## src/rtl/decodePkg.sv

```systemverilog
// Decode package: widths, field positions, opcode and function codes, register and immediate types
package decodePkg;

	// ==============================
	// Widths
	localparam int INSTR_WIDTH = 36;
	localparam int VALUE_WIDTH = 64;
	localparam int ADDR_WIDTH = 32;
	localparam int LSM_MASK_WIDTH = 36;
	localparam int REG_IDX_WIDTH = 6;

	// ==============================
	// Instruction field positions
	localparam int OP_LO = 0;
	localparam int OP_HI = 7;
	localparam int RT_LO = 8;
	localparam int RT_HI = 13;
	localparam int RA_LO = 14;
	localparam int RA_HI = 19;
	localparam int RB_LO = 20;
	localparam int RB_HI = 25;
	localparam int FUNC_LO = 30;		// R2 function
	localparam int FUNC_HI = 35;
	localparam int LSFUNC_LO = 32;		// Load/store function
	localparam int LSFUNC_HI = 35;

	// Mask bits 2 to 7 never name a register
	localparam int LSM_GAP_LO = 2;
	localparam int LSM_GAP_HI = 7;

	typedef logic [INSTR_WIDTH-1:0] instrT;
	typedef logic [REG_IDX_WIDTH-1:0] regIdxT;
	typedef logic [VALUE_WIDTH-1:0] valueT;
	typedef logic [ADDR_WIDTH-1:0] addressT;

	// ==============================
	// Opcodes
	localparam logic [7:0] BRK = 8'h00;
	localparam logic [7:0] NOP = 8'h01;
	localparam logic [7:0] R2 = 8'h02;
	localparam logic [7:0] ADDI = 8'h04;
	localparam logic [7:0] MULI = 8'h06;
	localparam logic [7:0] ANDI = 8'h08;
	localparam logic [7:0] ORI = 8'h09;
	localparam logic [7:0] XORI = 8'h0A;
	localparam logic [7:0] SLTI = 8'h0C;
	localparam logic [7:0] SLTUI = 8'h0D;
	localparam logic [7:0] JAL = 8'h40;
	localparam logic [7:0] BEQ = 8'h48;
	localparam logic [7:0] BNE = 8'h49;
	localparam logic [7:0] BLTU = 8'h4C;
	localparam logic [7:0] LDX = 8'h60;
	localparam logic [7:0] STX = 8'h68;
	localparam logic [3:0] COMPACT_GROUP = 4'h7;	// Upper opcode nibble
	localparam logic [3:0] LSM_FUNC = 4'hF;

	// R2 functions
	localparam logic [5:0] ADD = 6'h04;
	localparam logic [5:0] SUB = 6'h05;
	localparam logic [5:0] AND = 6'h08;
	localparam logic [5:0] OR = 6'h09;
	localparam logic [5:0] XOR = 6'h0A;
	localparam logic [5:0] SLT = 6'h10;
	localparam logic [5:0] SLTU = 6'h11;
	localparam logic [5:0] MUL = 6'h18;
	localparam logic [5:0] DIV = 6'h1C;
	localparam logic [5:0] SLLI = 6'h20;

	localparam regIdxT FP_REG = 6'd29;	// Frame pointer
	localparam regIdxT SP_REG = 6'd30;	// Stack pointer

	// How the 64-bit immediate is built
	typedef enum logic [3:0] {
		IMM_NONE = 4'd0,
		IMM_SEXT16 = 4'd1,
		IMM_ZEXT16 = 4'd2,
		IMM_ONES16 = 4'd3,
		IMM_SHAMT = 4'd4,
		IMM_LOAD12 = 4'd5,
		IMM_STORE12 = 4'd6,
		IMM_BRANCH16 = 4'd7,
		IMM_JUMP26 = 4'd8,
		IMM_CSCALED = 4'd9,
		IMM_CSEXT7 = 4'd10,
		IMM_CSEXT10 = 4'd11,
		IMM_CSEXT5 = 4'd12
	} immKindT;

endpackage

```

## src/rtl/decodeCtrlIf.sv

```systemverilog
// Decoder control interface: register selection, immediate kind and decode flags
interface decodeCtrlIf;
	import decodePkg::*;

	regIdxT rt;
	regIdxT ra;
	regIdxT rb;
	immKindT immKind;
	logic rfwr;		// Register file write
	logic mc;		// Multi-cycle op
	logic lsm;		// Load/store multiple
	logic branch;
	logic needRb;
	logic isSigned;
	logic memOp;
	logic unimpl;

	modport producer (
		output rt, ra, rb, immKind,
		output rfwr, mc, lsm, branch, needRb, isSigned, memOp, unimpl
	);

	modport consumer (
		input rt, ra, rb, immKind,
		input rfwr, mc, lsm, branch, needRb, isSigned, memOp, unimpl
	);

endinterface

```

## src/rtl/registerListPick.sv

```systemverilog
// Load/store-multiple register pick: first register named by the mask
module registerListPick (
	input logic [decodePkg::LSM_MASK_WIDTH-1:0] lsmMask,
	output decodePkg::regIdxT firstReg
);
	import decodePkg::*;

	// Eligible bits are numbered from 1, skipping the gap
	always_comb begin : scanMask
		logic found;
		regIdxT regNum;
		found = 1'b0;
		regNum = '0;
		firstReg = '0;		// No register named
		for (int n = 0; n < LSM_MASK_WIDTH; n++) begin
			if (n < LSM_GAP_LO || n > LSM_GAP_HI) begin
				regNum = regNum + 1'b1;
				if (lsmMask[n] && !found) begin
					firstReg = regNum;
					found = 1'b1;
				end
			end
		end
	end

endmodule

```

## src/rtl/wideDecode.sv

```systemverilog
// Full-length decoder: opcode and R2 function decode into the control interface
module wideDecode (
	input decodePkg::instrT instr,
	input decodePkg::regIdxT firstReg,
	decodeCtrlIf.producer ctrl
);
	import decodePkg::*;

	logic [7:0] opcode;
	logic [5:0] func;
	logic [3:0] lsFunc;
	regIdxT rtField;
	logic isLsm;

	assign opcode = instr[OP_HI:OP_LO];
	assign func = instr[FUNC_HI:FUNC_LO];
	assign lsFunc = instr[LSFUNC_HI:LSFUNC_LO];
	assign rtField = instr[RT_HI:RT_LO];
	assign isLsm = lsFunc == LSM_FUNC;

	always_comb begin
		// Defaults: unimplemented, no write
		ctrl.rt = '0;
		ctrl.ra = instr[RA_HI:RA_LO];
		ctrl.rb = instr[RB_HI:RB_LO];
		ctrl.immKind = IMM_NONE;
		ctrl.rfwr = 1'b0;
		ctrl.mc = 1'b0;
		ctrl.lsm = 1'b0;
		ctrl.branch = 1'b0;
		ctrl.needRb = 1'b0;
		ctrl.isSigned = 1'b1;
		ctrl.memOp = 1'b0;
		ctrl.unimpl = 1'b1;

		case (opcode)
		BRK, NOP:
			ctrl.unimpl = 1'b0;

		// ==============================
		// Register-register ALU
		R2:
			case (func)
			ADD, SUB, AND, OR, XOR, SLT, SLTU, MUL, DIV, SLLI: begin
				ctrl.rt = rtField;
				ctrl.rfwr = 1'b1;
				ctrl.needRb = 1'b1;
				ctrl.unimpl = 1'b0;
				ctrl.mc = (func == MUL) || (func == DIV);
				ctrl.isSigned = func != SLTU;
				if (func == SLLI)
					ctrl.immKind = IMM_SHAMT;	// Shift amount in rb field
			end
			default: ;
			endcase

		// ==============================
		// Immediate ALU
		ADDI, MULI, ANDI, ORI, XORI, SLTI, SLTUI: begin
			ctrl.rt = rtField;
			ctrl.rfwr = 1'b1;
			ctrl.unimpl = 1'b0;
			ctrl.mc = opcode == MULI;
			ctrl.isSigned = opcode != SLTUI;
			case (opcode)
			ANDI: ctrl.immKind = IMM_ONES16;	// Keeps upper bits of ra
			ORI, XORI, SLTUI: ctrl.immKind = IMM_ZEXT16;
			default: ctrl.immKind = IMM_SEXT16;
			endcase
		end

		// ==============================
		// Flow control
		JAL: begin
			ctrl.rt = {4'd0, instr[9:8]};	// Link register
			ctrl.rfwr = 1'b1;
			ctrl.mc = 1'b1;
			ctrl.immKind = IMM_JUMP26;
			ctrl.unimpl = 1'b0;
		end
		BEQ, BNE, BLTU: begin
			ctrl.branch = 1'b1;
			ctrl.needRb = 1'b1;
			ctrl.mc = 1'b1;
			ctrl.immKind = IMM_BRANCH16;
			ctrl.isSigned = opcode != BLTU;
			ctrl.unimpl = 1'b0;
		end

		// ==============================
		// Memory
		LDX: begin
			ctrl.memOp = 1'b1;
			ctrl.mc = 1'b1;
			ctrl.rfwr = 1'b1;
			ctrl.immKind = IMM_LOAD12;
			ctrl.lsm = isLsm;
			ctrl.rt = isLsm ? firstReg : rtField;
			ctrl.unimpl = 1'b0;
		end
		STX: begin
			ctrl.memOp = 1'b1;
			ctrl.mc = 1'b1;
			ctrl.needRb = 1'b1;
			ctrl.immKind = IMM_STORE12;		// Displacement split around rt field
			ctrl.lsm = isLsm;
			if (isLsm)
				ctrl.rb = firstReg;
			ctrl.unimpl = 1'b0;
		end
		default: ;
		endcase
	end

endmodule

```

## src/rtl/compactDecode.sv

```systemverilog
// Compact-form decoder: opcodes 0x70 to 0x7F into the control interface
module compactDecode (
	input decodePkg::instrT instr,
	decodeCtrlIf.producer ctrl
);
	import decodePkg::*;

	logic [3:0] subOp;
	regIdxT reg5;

	assign subOp = instr[3:0];
	assign reg5 = {1'b0, instr[12:8]};

	// Three-bit choice set onto the common registers
	function automatic regIdxT choiceReg(input logic [2:0] sel);
		case (sel)
		3'd0: choiceReg = 6'd1;		// Return address
		3'd1: choiceReg = 6'd4;
		3'd2: choiceReg = 6'd5;
		3'd3: choiceReg = 6'd10;	// Saved
		3'd4: choiceReg = 6'd11;
		3'd5: choiceReg = 6'd20;	// Arguments
		3'd6: choiceReg = 6'd21;
		default: choiceReg = 6'd22;
		endcase
	endfunction

	always_comb begin
		ctrl.rt = '0;
		ctrl.ra = '0;			// Unused operands read r0
		ctrl.rb = '0;
		ctrl.immKind = IMM_NONE;
		ctrl.rfwr = 1'b0;
		ctrl.mc = 1'b0;
		ctrl.lsm = 1'b0;
		ctrl.branch = 1'b0;
		ctrl.needRb = 1'b0;
		ctrl.isSigned = 1'b1;
		ctrl.memOp = 1'b0;
		ctrl.unimpl = subOp == 4'd13;	// Only 13 is reserved

		case (subOp)
		// Frame/stack relative load and store; 0 with r0 is a break
		4'd0, 4'd1, 4'd2, 4'd3:
			if (subOp != 4'd0 || reg5 != '0) begin
				ctrl.ra = subOp[0] ? SP_REG : FP_REG;
				ctrl.memOp = 1'b1;
				ctrl.immKind = IMM_CSCALED;
				if (subOp[1])
					ctrl.rb = reg5;		// Store data
				else begin
					ctrl.rt = reg5;
					ctrl.rfwr = 1'b1;
				end
			end
		4'd5, 4'd6, 4'd7: begin			// Short add
			ctrl.rt = reg5;
			ctrl.ra = reg5;
			ctrl.rfwr = 1'b1;
			ctrl.immKind = (reg5 == SP_REG) ? IMM_CSCALED : IMM_CSEXT7;
		end
		4'd10: begin					// Branch and link
			ctrl.rt = {4'd0, instr[9:8]};
			ctrl.rfwr = 1'b1;
			ctrl.mc = 1'b1;
			ctrl.immKind = IMM_CSEXT10;
		end
		4'd11: begin					// Load immediate
			ctrl.rt = reg5;
			ctrl.rfwr = 1'b1;
			ctrl.immKind = IMM_CSEXT7;
		end
		4'd12:
			if (instr[19:18] == 2'b11) begin
				ctrl.rt = choiceReg(instr[10:8]);
				ctrl.ra = choiceReg(instr[10:8]);
				ctrl.rb = choiceReg(instr[15:13]);
				ctrl.needRb = 1'b1;
				ctrl.rfwr = 1'b1;
			end else begin
				ctrl.rt = reg5;
				ctrl.ra = reg5;
				ctrl.rfwr = 1'b1;
				ctrl.immKind = IMM_CSEXT5;
			end
		default: ;
		endcase
	end

endmodule

```

## src/rtl/immediateExtract.sv

```systemverilog
// Immediate extraction: 64-bit immediate from the instruction and an immediate kind
module immediateExtract (
	input decodePkg::instrT instr,
	input decodePkg::immKindT immKind,
	output decodePkg::valueT imm
);
	import decodePkg::*;

	always_comb begin
		case (immKind)
		IMM_SEXT16:
			imm = {{VALUE_WIDTH-16{instr[35]}}, instr[35:20]};
		IMM_ZEXT16:
			imm = {{VALUE_WIDTH-16{1'b0}}, instr[35:20]};
		IMM_ONES16:
			imm = {{VALUE_WIDTH-16{1'b1}}, instr[35:20]};
		IMM_SHAMT:
			imm = {{VALUE_WIDTH-6{1'b0}}, instr[25:20]};
		IMM_LOAD12:
			imm = {{VALUE_WIDTH-12{instr[31]}}, instr[31:20]};
		IMM_STORE12:		// Upper six above rb, lower six in rt slot
			imm = {{VALUE_WIDTH-12{instr[31]}}, instr[31:26], instr[13:8]};
		IMM_BRANCH16:
			imm = {{VALUE_WIDTH-16{instr[35]}}, instr[35:26], instr[13:8]};
		IMM_JUMP26:
			imm = {{VALUE_WIDTH-26{instr[35]}}, instr[35:10]};
		IMM_CSCALED:		// Word scaled offset
			imm = {{VALUE_WIDTH-10{instr[19]}}, instr[19:13], 3'b000};
		IMM_CSEXT7:
			imm = {{VALUE_WIDTH-7{instr[19]}}, instr[19:13]};
		IMM_CSEXT10:
			imm = {{VALUE_WIDTH-10{instr[19]}}, instr[19:10]};
		IMM_CSEXT5:
			imm = {{VALUE_WIDTH-5{instr[17]}}, instr[17:13]};
		default:
			imm = '0;
		endcase
	end

endmodule

```

## src/rtl/decodeRegister.sv

```systemverilog
// Decode register: compact or full selection, immediate forming and the registered record
module decodeRegister (
	input logic clk,
	input logic rst,
	input logic inValid,
	input decodePkg::instrT instr,
	input decodePkg::addressT predictedIp,
	decodeCtrlIf.consumer wideCtrl,
	decodeCtrlIf.consumer compactCtrl,
	output logic outValid,
	output decodePkg::addressT pip,
	output decodePkg::regIdxT rt,
	output decodePkg::regIdxT ra,
	output decodePkg::regIdxT rb,
	output decodePkg::valueT imm,
	output logic rfwr,
	output logic mc,
	output logic lsm,
	output logic branch,
	output logic needRb,
	output logic isSigned,
	output logic memOp,
	output logic unimpl
);
	import decodePkg::*;

	logic isCompact;
	immKindT immKind;
	valueT immValue;
	logic [7:0] wideFlags;
	logic [7:0] compactFlags;
	logic [7:0] flagReg;

	assign isCompact = instr[OP_HI -: 4] == COMPACT_GROUP;
	assign immKind = isCompact ? compactCtrl.immKind : wideCtrl.immKind;

	assign wideFlags = {wideCtrl.rfwr, wideCtrl.mc, wideCtrl.lsm, wideCtrl.branch,
		wideCtrl.needRb, wideCtrl.isSigned, wideCtrl.memOp, wideCtrl.unimpl};
	assign compactFlags = {compactCtrl.rfwr, compactCtrl.mc, compactCtrl.lsm,
		compactCtrl.branch, compactCtrl.needRb, compactCtrl.isSigned,
		compactCtrl.memOp, compactCtrl.unimpl};
	assign {rfwr, mc, lsm, branch, needRb, isSigned, memOp, unimpl} = flagReg;

	immediateExtract immediateExtract_i (
		.instr(instr),
		.immKind(immKind),
		.imm(immValue)
	);

	// ==============================
	// Control state
	always_ff @(posedge clk) begin
		if (rst) begin
			outValid <= 1'b0;
			flagReg <= '0;
		end else begin
			outValid <= inValid;
			if (inValid)
				flagReg <= isCompact ? compactFlags : wideFlags;
		end
	end

	// Record fields hold while idle
	always_ff @(posedge clk) begin
		if (inValid) begin
			pip <= predictedIp;
			rt <= isCompact ? compactCtrl.rt : wideCtrl.rt;
			ra <= isCompact ? compactCtrl.ra : wideCtrl.ra;
			rb <= isCompact ? compactCtrl.rb : wideCtrl.rb;
			imm <= immValue;
		end
	end

endmodule

```

## src/rtl/decodeTop.sv

```systemverilog
// Decode stage top level: register-list pick, full and compact decoders, decode register
module decodeTop (
	input logic clk,
	input logic rst,
	input logic inValid,
	input decodePkg::instrT instr,
	input decodePkg::addressT predictedIp,
	input logic [decodePkg::LSM_MASK_WIDTH-1:0] lsmMask,
	output logic outValid,
	output decodePkg::addressT pip,
	output decodePkg::regIdxT rt,
	output decodePkg::regIdxT ra,
	output decodePkg::regIdxT rb,
	output decodePkg::valueT imm,
	output logic rfwr,
	output logic mc,
	output logic lsm,
	output logic branch,
	output logic needRb,
	output logic isSigned,
	output logic memOp,
	output logic unimpl
);
	import decodePkg::*;

	regIdxT firstReg;		// From the load/store-multiple mask

	decodeCtrlIf wideCtrl ();
	decodeCtrlIf compactCtrl ();

	registerListPick registerListPick_i (
		.lsmMask(lsmMask),
		.firstReg(firstReg)
	);

	wideDecode wideDecode_i (
		.instr(instr),
		.firstReg(firstReg),
		.ctrl(wideCtrl)
	);

	compactDecode compactDecode_i (
		.instr(instr),
		.ctrl(compactCtrl)
	);

	decodeRegister decodeRegister_i (
		.clk(clk),
		.rst(rst),
		.inValid(inValid),
		.instr(instr),
		.predictedIp(predictedIp),
		.wideCtrl(wideCtrl),
		.compactCtrl(compactCtrl),
		.outValid(outValid),
		.pip(pip),
		.rt(rt),
		.ra(ra),
		.rb(rb),
		.imm(imm),
		.rfwr(rfwr),
		.mc(mc),
		.lsm(lsm),
		.branch(branch),
		.needRb(needRb),
		.isSigned(isSigned),
		.memOp(memOp),
		.unimpl(unimpl)
	);

endmodule

```

## config.mk

```make
export PLATFORM = sky130hd
export DESIGN_NAME = decodeTop
export DESIGN_NICKNAME = d
export VERILOG_FILES = /design/src/rtl/decodePkg.sv /design/src/rtl/decodeCtrlIf.sv /design/src/rtl/registerListPick.sv /design/src/rtl/wideDecode.sv /design/src/rtl/compactDecode.sv /design/src/rtl/immediateExtract.sv /design/src/rtl/decodeRegister.sv /design/src/rtl/decodeTop.sv
export SDC_FILE = /design/constraint.sdc
export NUM_CORES = 1
export LEC_CHECK = 0
export BUFFER_PORTS_ARGS = -buffer_cell sky130_fd_sc_hd__buf_4
export CAP_MARGIN = 20
export CORE_MARGIN = 2
export CORE_UTILIZATION = 40
export DETAILED_ROUTE_END_ITERATION = 8
export PLACE_DENSITY = 0.69
export SLEW_MARGIN = 15
export SYNTH_ARGS = -nofsm -noshare
export SYNTH_HDL_FRONTEND = slang
export SYNTH_SLANG_ARGS = --single-unit
```

## constraint.sdc

```tcl
create_clock -name clk -period 5.45 [get_ports clk]
set_input_delay 0.8175 -clock clk [delete_from_list [all_inputs] [get_ports clk]]
set_output_delay 0.8175 -clock clk [all_outputs]
set_load 0.01 [all_outputs]
```

# Yosys cells after proc, flatten, opt, wreduce, memory -nomap -nowiden
# Index checks and enable logic that the tools add are counted.
# classes
n_eq_ne	66
muxes	111
n_reduce_logical	79
# ops
cell	n
case mux 64 bit (12 select lines)	1
two-way mux 6 bit	40
case mux 5 bit (7 select lines)	2
equality test 8 x 7 -> 1 bit (second input constant)	6
case mux 6 bit (4 select lines)	2
two-way mux 1 bit	44
equality test 4 bit (second input constant)	10
equality test 8 x 4 -> 1 bit (second input constant)	5
equality test 4 x 3 -> 1 bit (second input constant)	8
logical AND 1 bit	29
zero test 1 bit	29
equality test 6 x 5 -> 1 bit (second input constant)	4
case mux 4 bit (6 select lines)	1
case mux 4 bit (5 select lines)	1
equality test 3 bit (second input constant)	6
equality test 6 x 4 -> 1 bit (second input constant)	3
case mux 6 bit (3 select lines)	1
equality test 4 x 2 -> 1 bit (second input constant)	4
equality test 8 x 3 -> 1 bit (second input constant)	2
two-way mux 4 bit	4
two-way mux 5 bit	3
OR reduction 15 bit	1
equality test 3 x 2 -> 1 bit (second input constant)	4
equality test 6 x 3 -> 1 bit (second input constant)	2
other kinds (30)	44
# word_totals
regBits	123
inputBits	107
elab_cells	263

# Longest topological paths before layout
# depth
depth_word	91
ltp_mapped	9

# By module
# Synthesis repeated with hierarchy kept, for this count alone.
# unflattened
hier_cells	649
hier_area_um2	6851.6
# modules_own_cells
module	instances	cells_per_inst	area_per_inst_um2	seq_area_each_um2
decodeRegister	1	233	4077.7	3603.5
immediateExtract	1	140	954.7	0.0
wideDecode	1	107	711.9	0.0
compactDecode	1	104	694.4	0.0
registerListPick	1	65	412.9	0.0

# Worst setup path before layout
# No wires, ideal clock.
# synth_path
kind	input to register
start	input instr[0]
end	register decodeRegister_i.imm[6], data pin
t_arrival_ns	2.669
required_ns	5.189
setup_slack_ns	2.521
stages	8
path_cell_list	buf_2 or2_1 buf_6 o31a_1 o221a_1 and4bb_2 nor2_1 a221o_1
# synth_between
elab_chain_cells	7
word_cells_on_any_way	49
classes_between	eq/ne: 35; mux: 6; reduce/logical: 8
# synth_rtl
element	line	rtl
from (decl)	decodeTop.sv:6	input decodePkg::instrT instr,
equality test 8 x 4 -> 1 bit or nonzero test 4 bit (tied branches)	wideDecode.sv:36, wideDecode.sv:65, compactDecode.sv:45	
OR reduction 3 bit or logical OR 1 bit (tied branches)	wideDecode.sv:65, compactDecode.sv:45	
case mux 2 bit (2 select lines) or two-way mux 4 bit (tied branches)	wideDecode.sv:65, compactDecode.sv:45	
case mux 4 bit (6 select lines) or case mux 4 bit (5 select lines) (tied branches)	wideDecode.sv:36, compactDecode.sv:42	
two-way mux 4 bit (*)	decodeRegister.sv:35	assign immKind = isCompact ? compactCtrl.immKind : wideCtrl.immKind;
equality test 4 bit, or another cell as far along	immediateExtract.sv:10	case (immKind)
case mux 64 bit (12 select lines) (*)	immediateExtract.sv:10	
via decodeRegister_i.immValue[6]	decodeRegister.sv:29	valueT immValue;
to (signal assigned)	decodeRegister.sv:70	imm <= immValue;
to (decl)	decodeRegister.sv:15	output decodePkg::valueT imm,
# The timed path passes the listed nets; every way through them passes the cells marked *.
# A chain may end at the register's enable or synchronous reset.

# Worst setup path in the final report
# layout_path
start	input instr[7]
end	register decodeRegister_i.imm[20], data pin
# layout_between
elab_chain_cells	7
word_cells_on_any_way	34
classes_between	eq/ne: 27; mux: 4; reduce/logical: 3
# layout_rtl
element	line	rtl
equality test 8 x 4 -> 1 bit	wideDecode.sv:36, wideDecode.sv:65	
OR reduction 3 bit	wideDecode.sv:65	case (opcode)
case mux 2 bit (2 select lines)	wideDecode.sv:65	
case mux 4 bit (6 select lines)	wideDecode.sv:36	case (opcode)
two-way mux 4 bit (*)	decodeRegister.sv:35	
equality test 4 bit, or another cell as far along	immediateExtract.sv:10	
case mux 64 bit (12 select lines) (*)	immediateExtract.sv:10	
via decodeRegister_i.immValue[20]	decodeRegister.sv:29	
# Marked as above.

==> run summary <==
Sequential standard cell area -> 0.002462 mm^2
Root Buffer -> clkbuf_16
Crit path max fanout -> 17
Vias per inst -> 5.570
Max-slew violations -> 0
PD cells -> 252.2 mW/mm^2
Commonest non-fill, non-tap cell in the layout -> buf_4
Num CTS Buffers -> 9
Multi-input gate area -> 0.002093 mm^2
Minimum clock period -> 3.218 ns
Share of layout cells above drive strength 1 -> 0.3651
Worst setup EP type -> flop
Pre-Repair DR Iteration Count -> 8
Worst Path Required -> 5.53 ns
Gr usage total -> 0.2330
Clk_lat worst skew -> 0.34 ns
Fmax -> 310.8 MHz
Detailed Route Iter0 Violations -> 366
WL/cell -> 18.96 um
Hold Path Sink -> decodeRegister_i.flagReg[5]
# Max-Cap Violations -> 0
Worst reg2reg setup slack -> 4.70 ns
Placed instance count -> 844
ANT cells -> 0
Crit path DAT -> 3.30 ns
RSZ-0062 raised after global routing -> no
Leakage power -> 2.865 nW
Via count -> 4796
Clock slew at reported path FFs -> 0.06 ns
Hold buffers post-CTS -> 0
Worst Skew -> 0 ns
RR Endpoint -> decodeRegister_i.flagReg[0]
CTS tree -> yes
Hold Vio Cnt, Final -> 0
WS Path Type -> in -> reg
Final Util -> 0.5654
ANT nets after route -> 0
Crit. Startpoint -> instr[7]
Mapped Cells -> 516
DRT Wirelength -> 16320 um
Global-route wire length before repair -> 23950 um
Avg Inst Size Synth -> 9.726 um^2
Type of the most critical hold path -> reg -> reg
Global route overflow -> 0
Vias in the first global route -> 4431
Total number of yosys warnings -> 0
Gp weighted congestion -> 0.8592
Cell variety after synth -> 74
Core area -> 0.01211 mm^2
Number of synthesized flops with an enable pin -> 76
Max VDD drop -> 138.0 uV
Area Growth Syn to Fin -> 36.45%
Syn Nets -> 623
Io pins -> 230
Number of setup buffers added after CTS -> 0
IO Port Bufs -> 223
Number of synthesized register bits -> 85
Final Non-Filler Cells -> 861
Period utilisation layout -> 0.5904
Die H -> 116.0 um
Reg2reg path depth -> 4
Die Area -> 0.01346 mm^2
DIE WIDTH -> 116.0 um
Hold path cells -> 2
Hold Path Origin -> decodeRegister_i.flagReg[5]
Worst slew pin tran -> 1.050 ns
Final #Nets -> 795
Largest net degree at the start of global routing -> 49
CTS H-Tree Depth -> 3
Register area share after synthesis -> 0.4907
Num rows -> 40
Hpwl dp -> 12430 um
Synth Cell Area -> 0.005019 mm^2
Most frequent cells in the layout -> 225 x buf_4, 76 x edfxtp_1, 61 x nand2_1, 55 x nor2_1, 32 x a21oi_1
CTS max path bufs -> 2
Dominant synthesized flop cell -> edfxtp_1
FFs w/ async S/R, synth -> 0
Crit start category -> input pin
Remaining DRCs -> 0
Clock sink total -> 85
Post-CTS resize count -> 0
Fillers -> 1079
Final setup violation count -> 0
Initial core utilization -> 0.4144
Antenna violations before repair -> 0
Slew HR -> 0.2945
Reg2reg start -> decodeRegister_i.flagReg[0]
Status -> finished, final reports clean
Setup TNS -> 0 ns
-- metrics by stage --
| stage | setup slack [ns] | hold slack [ns] | instance area [um^2] | power (mW) |
|---|---|---|---|---|
| after global routing | 1.916 | 0.5167 | 6848 | 1.786 |
| final | 2.232 | 0.4805 | 6848 | 1.727 |
| after global placement | 1.943 | 0.4583 | 6519 | 1.115 |
| after detailed placement | 1.899 | 0.4739 | 6519 | 1.119 |
| after floorplan | 2.521 | 0.4832 | 5019 | 0.9390 |
| after CTS | 2.248 | 0.4825 | 6820 | 1.732 |
-- worst max-delay path, stage by stage --
cell and delay (ns):
buf_4 0.13, nand4b_1 0.73, a21oi_1 0.44, a22oi_1 0.24
a31oi_1 0.39, a22oi_2 0.17, nor2_4 0.25, o21ai_1 0.12
-- sequential cells by signal, summed over array words and instances (netlist names) --
signal / cells
decodeRegister_i.rb: 6
decodeRegister_i.pip: 32
decodeRegister_i.flagReg: 8
decodeRegister_i.rt: 6
decodeRegister_i.ra: 6
decodeRegister_i.imm: 26
decodeRegister_i.outValid: 1
-- worst max path at each step --
| stage | to | slack, ns | cells after the start |
|---|---|---|---|
| 2_1_floorplan | decodeRegister_i.imm[6] | 2.52 | 8 |
| 3_3_place_gp | decodeRegister_i.imm[20] | 1.94 | 8 |
| 3_5_place_dp | decodeRegister_i.imm[20] | 1.90 | 8 |
| 4_1_cts | decodeRegister_i.imm[20] | 2.25 | 8 |
| 5_1_grt | decodeRegister_i.imm[20] | 1.92 | 8 |
| 6_report | decodeRegister_i.imm[20] | 2.23 | 8 |
-- layout make-up --
class | instances | share of cell area
clock buffers | 10 | 0.03344
clock inverters | 6 | 0.01060
inverters | 17 | 0.009318
multi-input cells | 349 | 0.3057
flip-flops and latches | 85 | 0.3596
well taps | 168 | 0.03070
repair buffers | 226 | 0.2507
-- synthesized netlist by cell type (3+ instances only) --
library cell	instances	share of area
o21ai_1	3	0.0030
a21oi_1	32	0.032
o21bai_1	3	0.0045
a31oi_1	7	0.0087
o21a_1	4	0.0060
buf_4	38	0.057
a222oi_1	5	0.010
a32oi_1	3	0.0052
mux2i_1	4	0.0080
o21ai_0	24	0.024
nand2b_1	8	0.010
nand3_1	8	0.0080
o31ai_1	4	0.0060
a211o_1	4	0.0070
inv_1	17	0.013
and3_1	5	0.0062
a22oi_1	3	0.0045
nand2_1	61	0.046
nand4_1	4	0.0050
nor3_1	14	0.014
a211oi_1	6	0.0090
or4_1	3	0.0045
buf_1	4	0.0030
clkbuf_1	18	0.013
nor2_1	55	0.041
a221o_1	13	0.026
buf_2	4	0.0040
edfxtp_1	76	0.45
dfxtp_1	9	0.036
o22ai_1	5	0.0062
o211ai_1	5	0.0075
nor4_1	6	0.0075
nor2b_1	6	0.0075
and2_1	3	0.0037
-- power by group --
group | switching [mW] | internal, mW
logic | 0.174 | 0.160
clock network | 0.260 | 0.359
registers | 0.0146 | 0.760
-- routing by layer --
metal / track usage / vias up / routed length, um
met4: 0.1016 / 0 / 452
met2: 0.3918 / 246 / 7999
met1: 0.2976 / 2253 / 6589
li1: - / 2264 / -
met5: 0 / - / 0
met3: 0.03766 / 33 / 1281
-- cell families (layout without fill, tap and decap cells) --
logic type | after synthesis | count (layout) | share of synthesized area
fa+ha+maj | 1 | 1 | 0.001995
mux | 4 | 4 | 0.007978
flops | 85 | 85 | 0.4907
xor+xnor | 2 | 2 | 0.003491
buf+inv | 82 | 259 | 0.09224
compound gates | 146 | 146 | 0.2084
simple gates | 196 | 196 | 0.1952
Power figures use the tool's default switching activity.
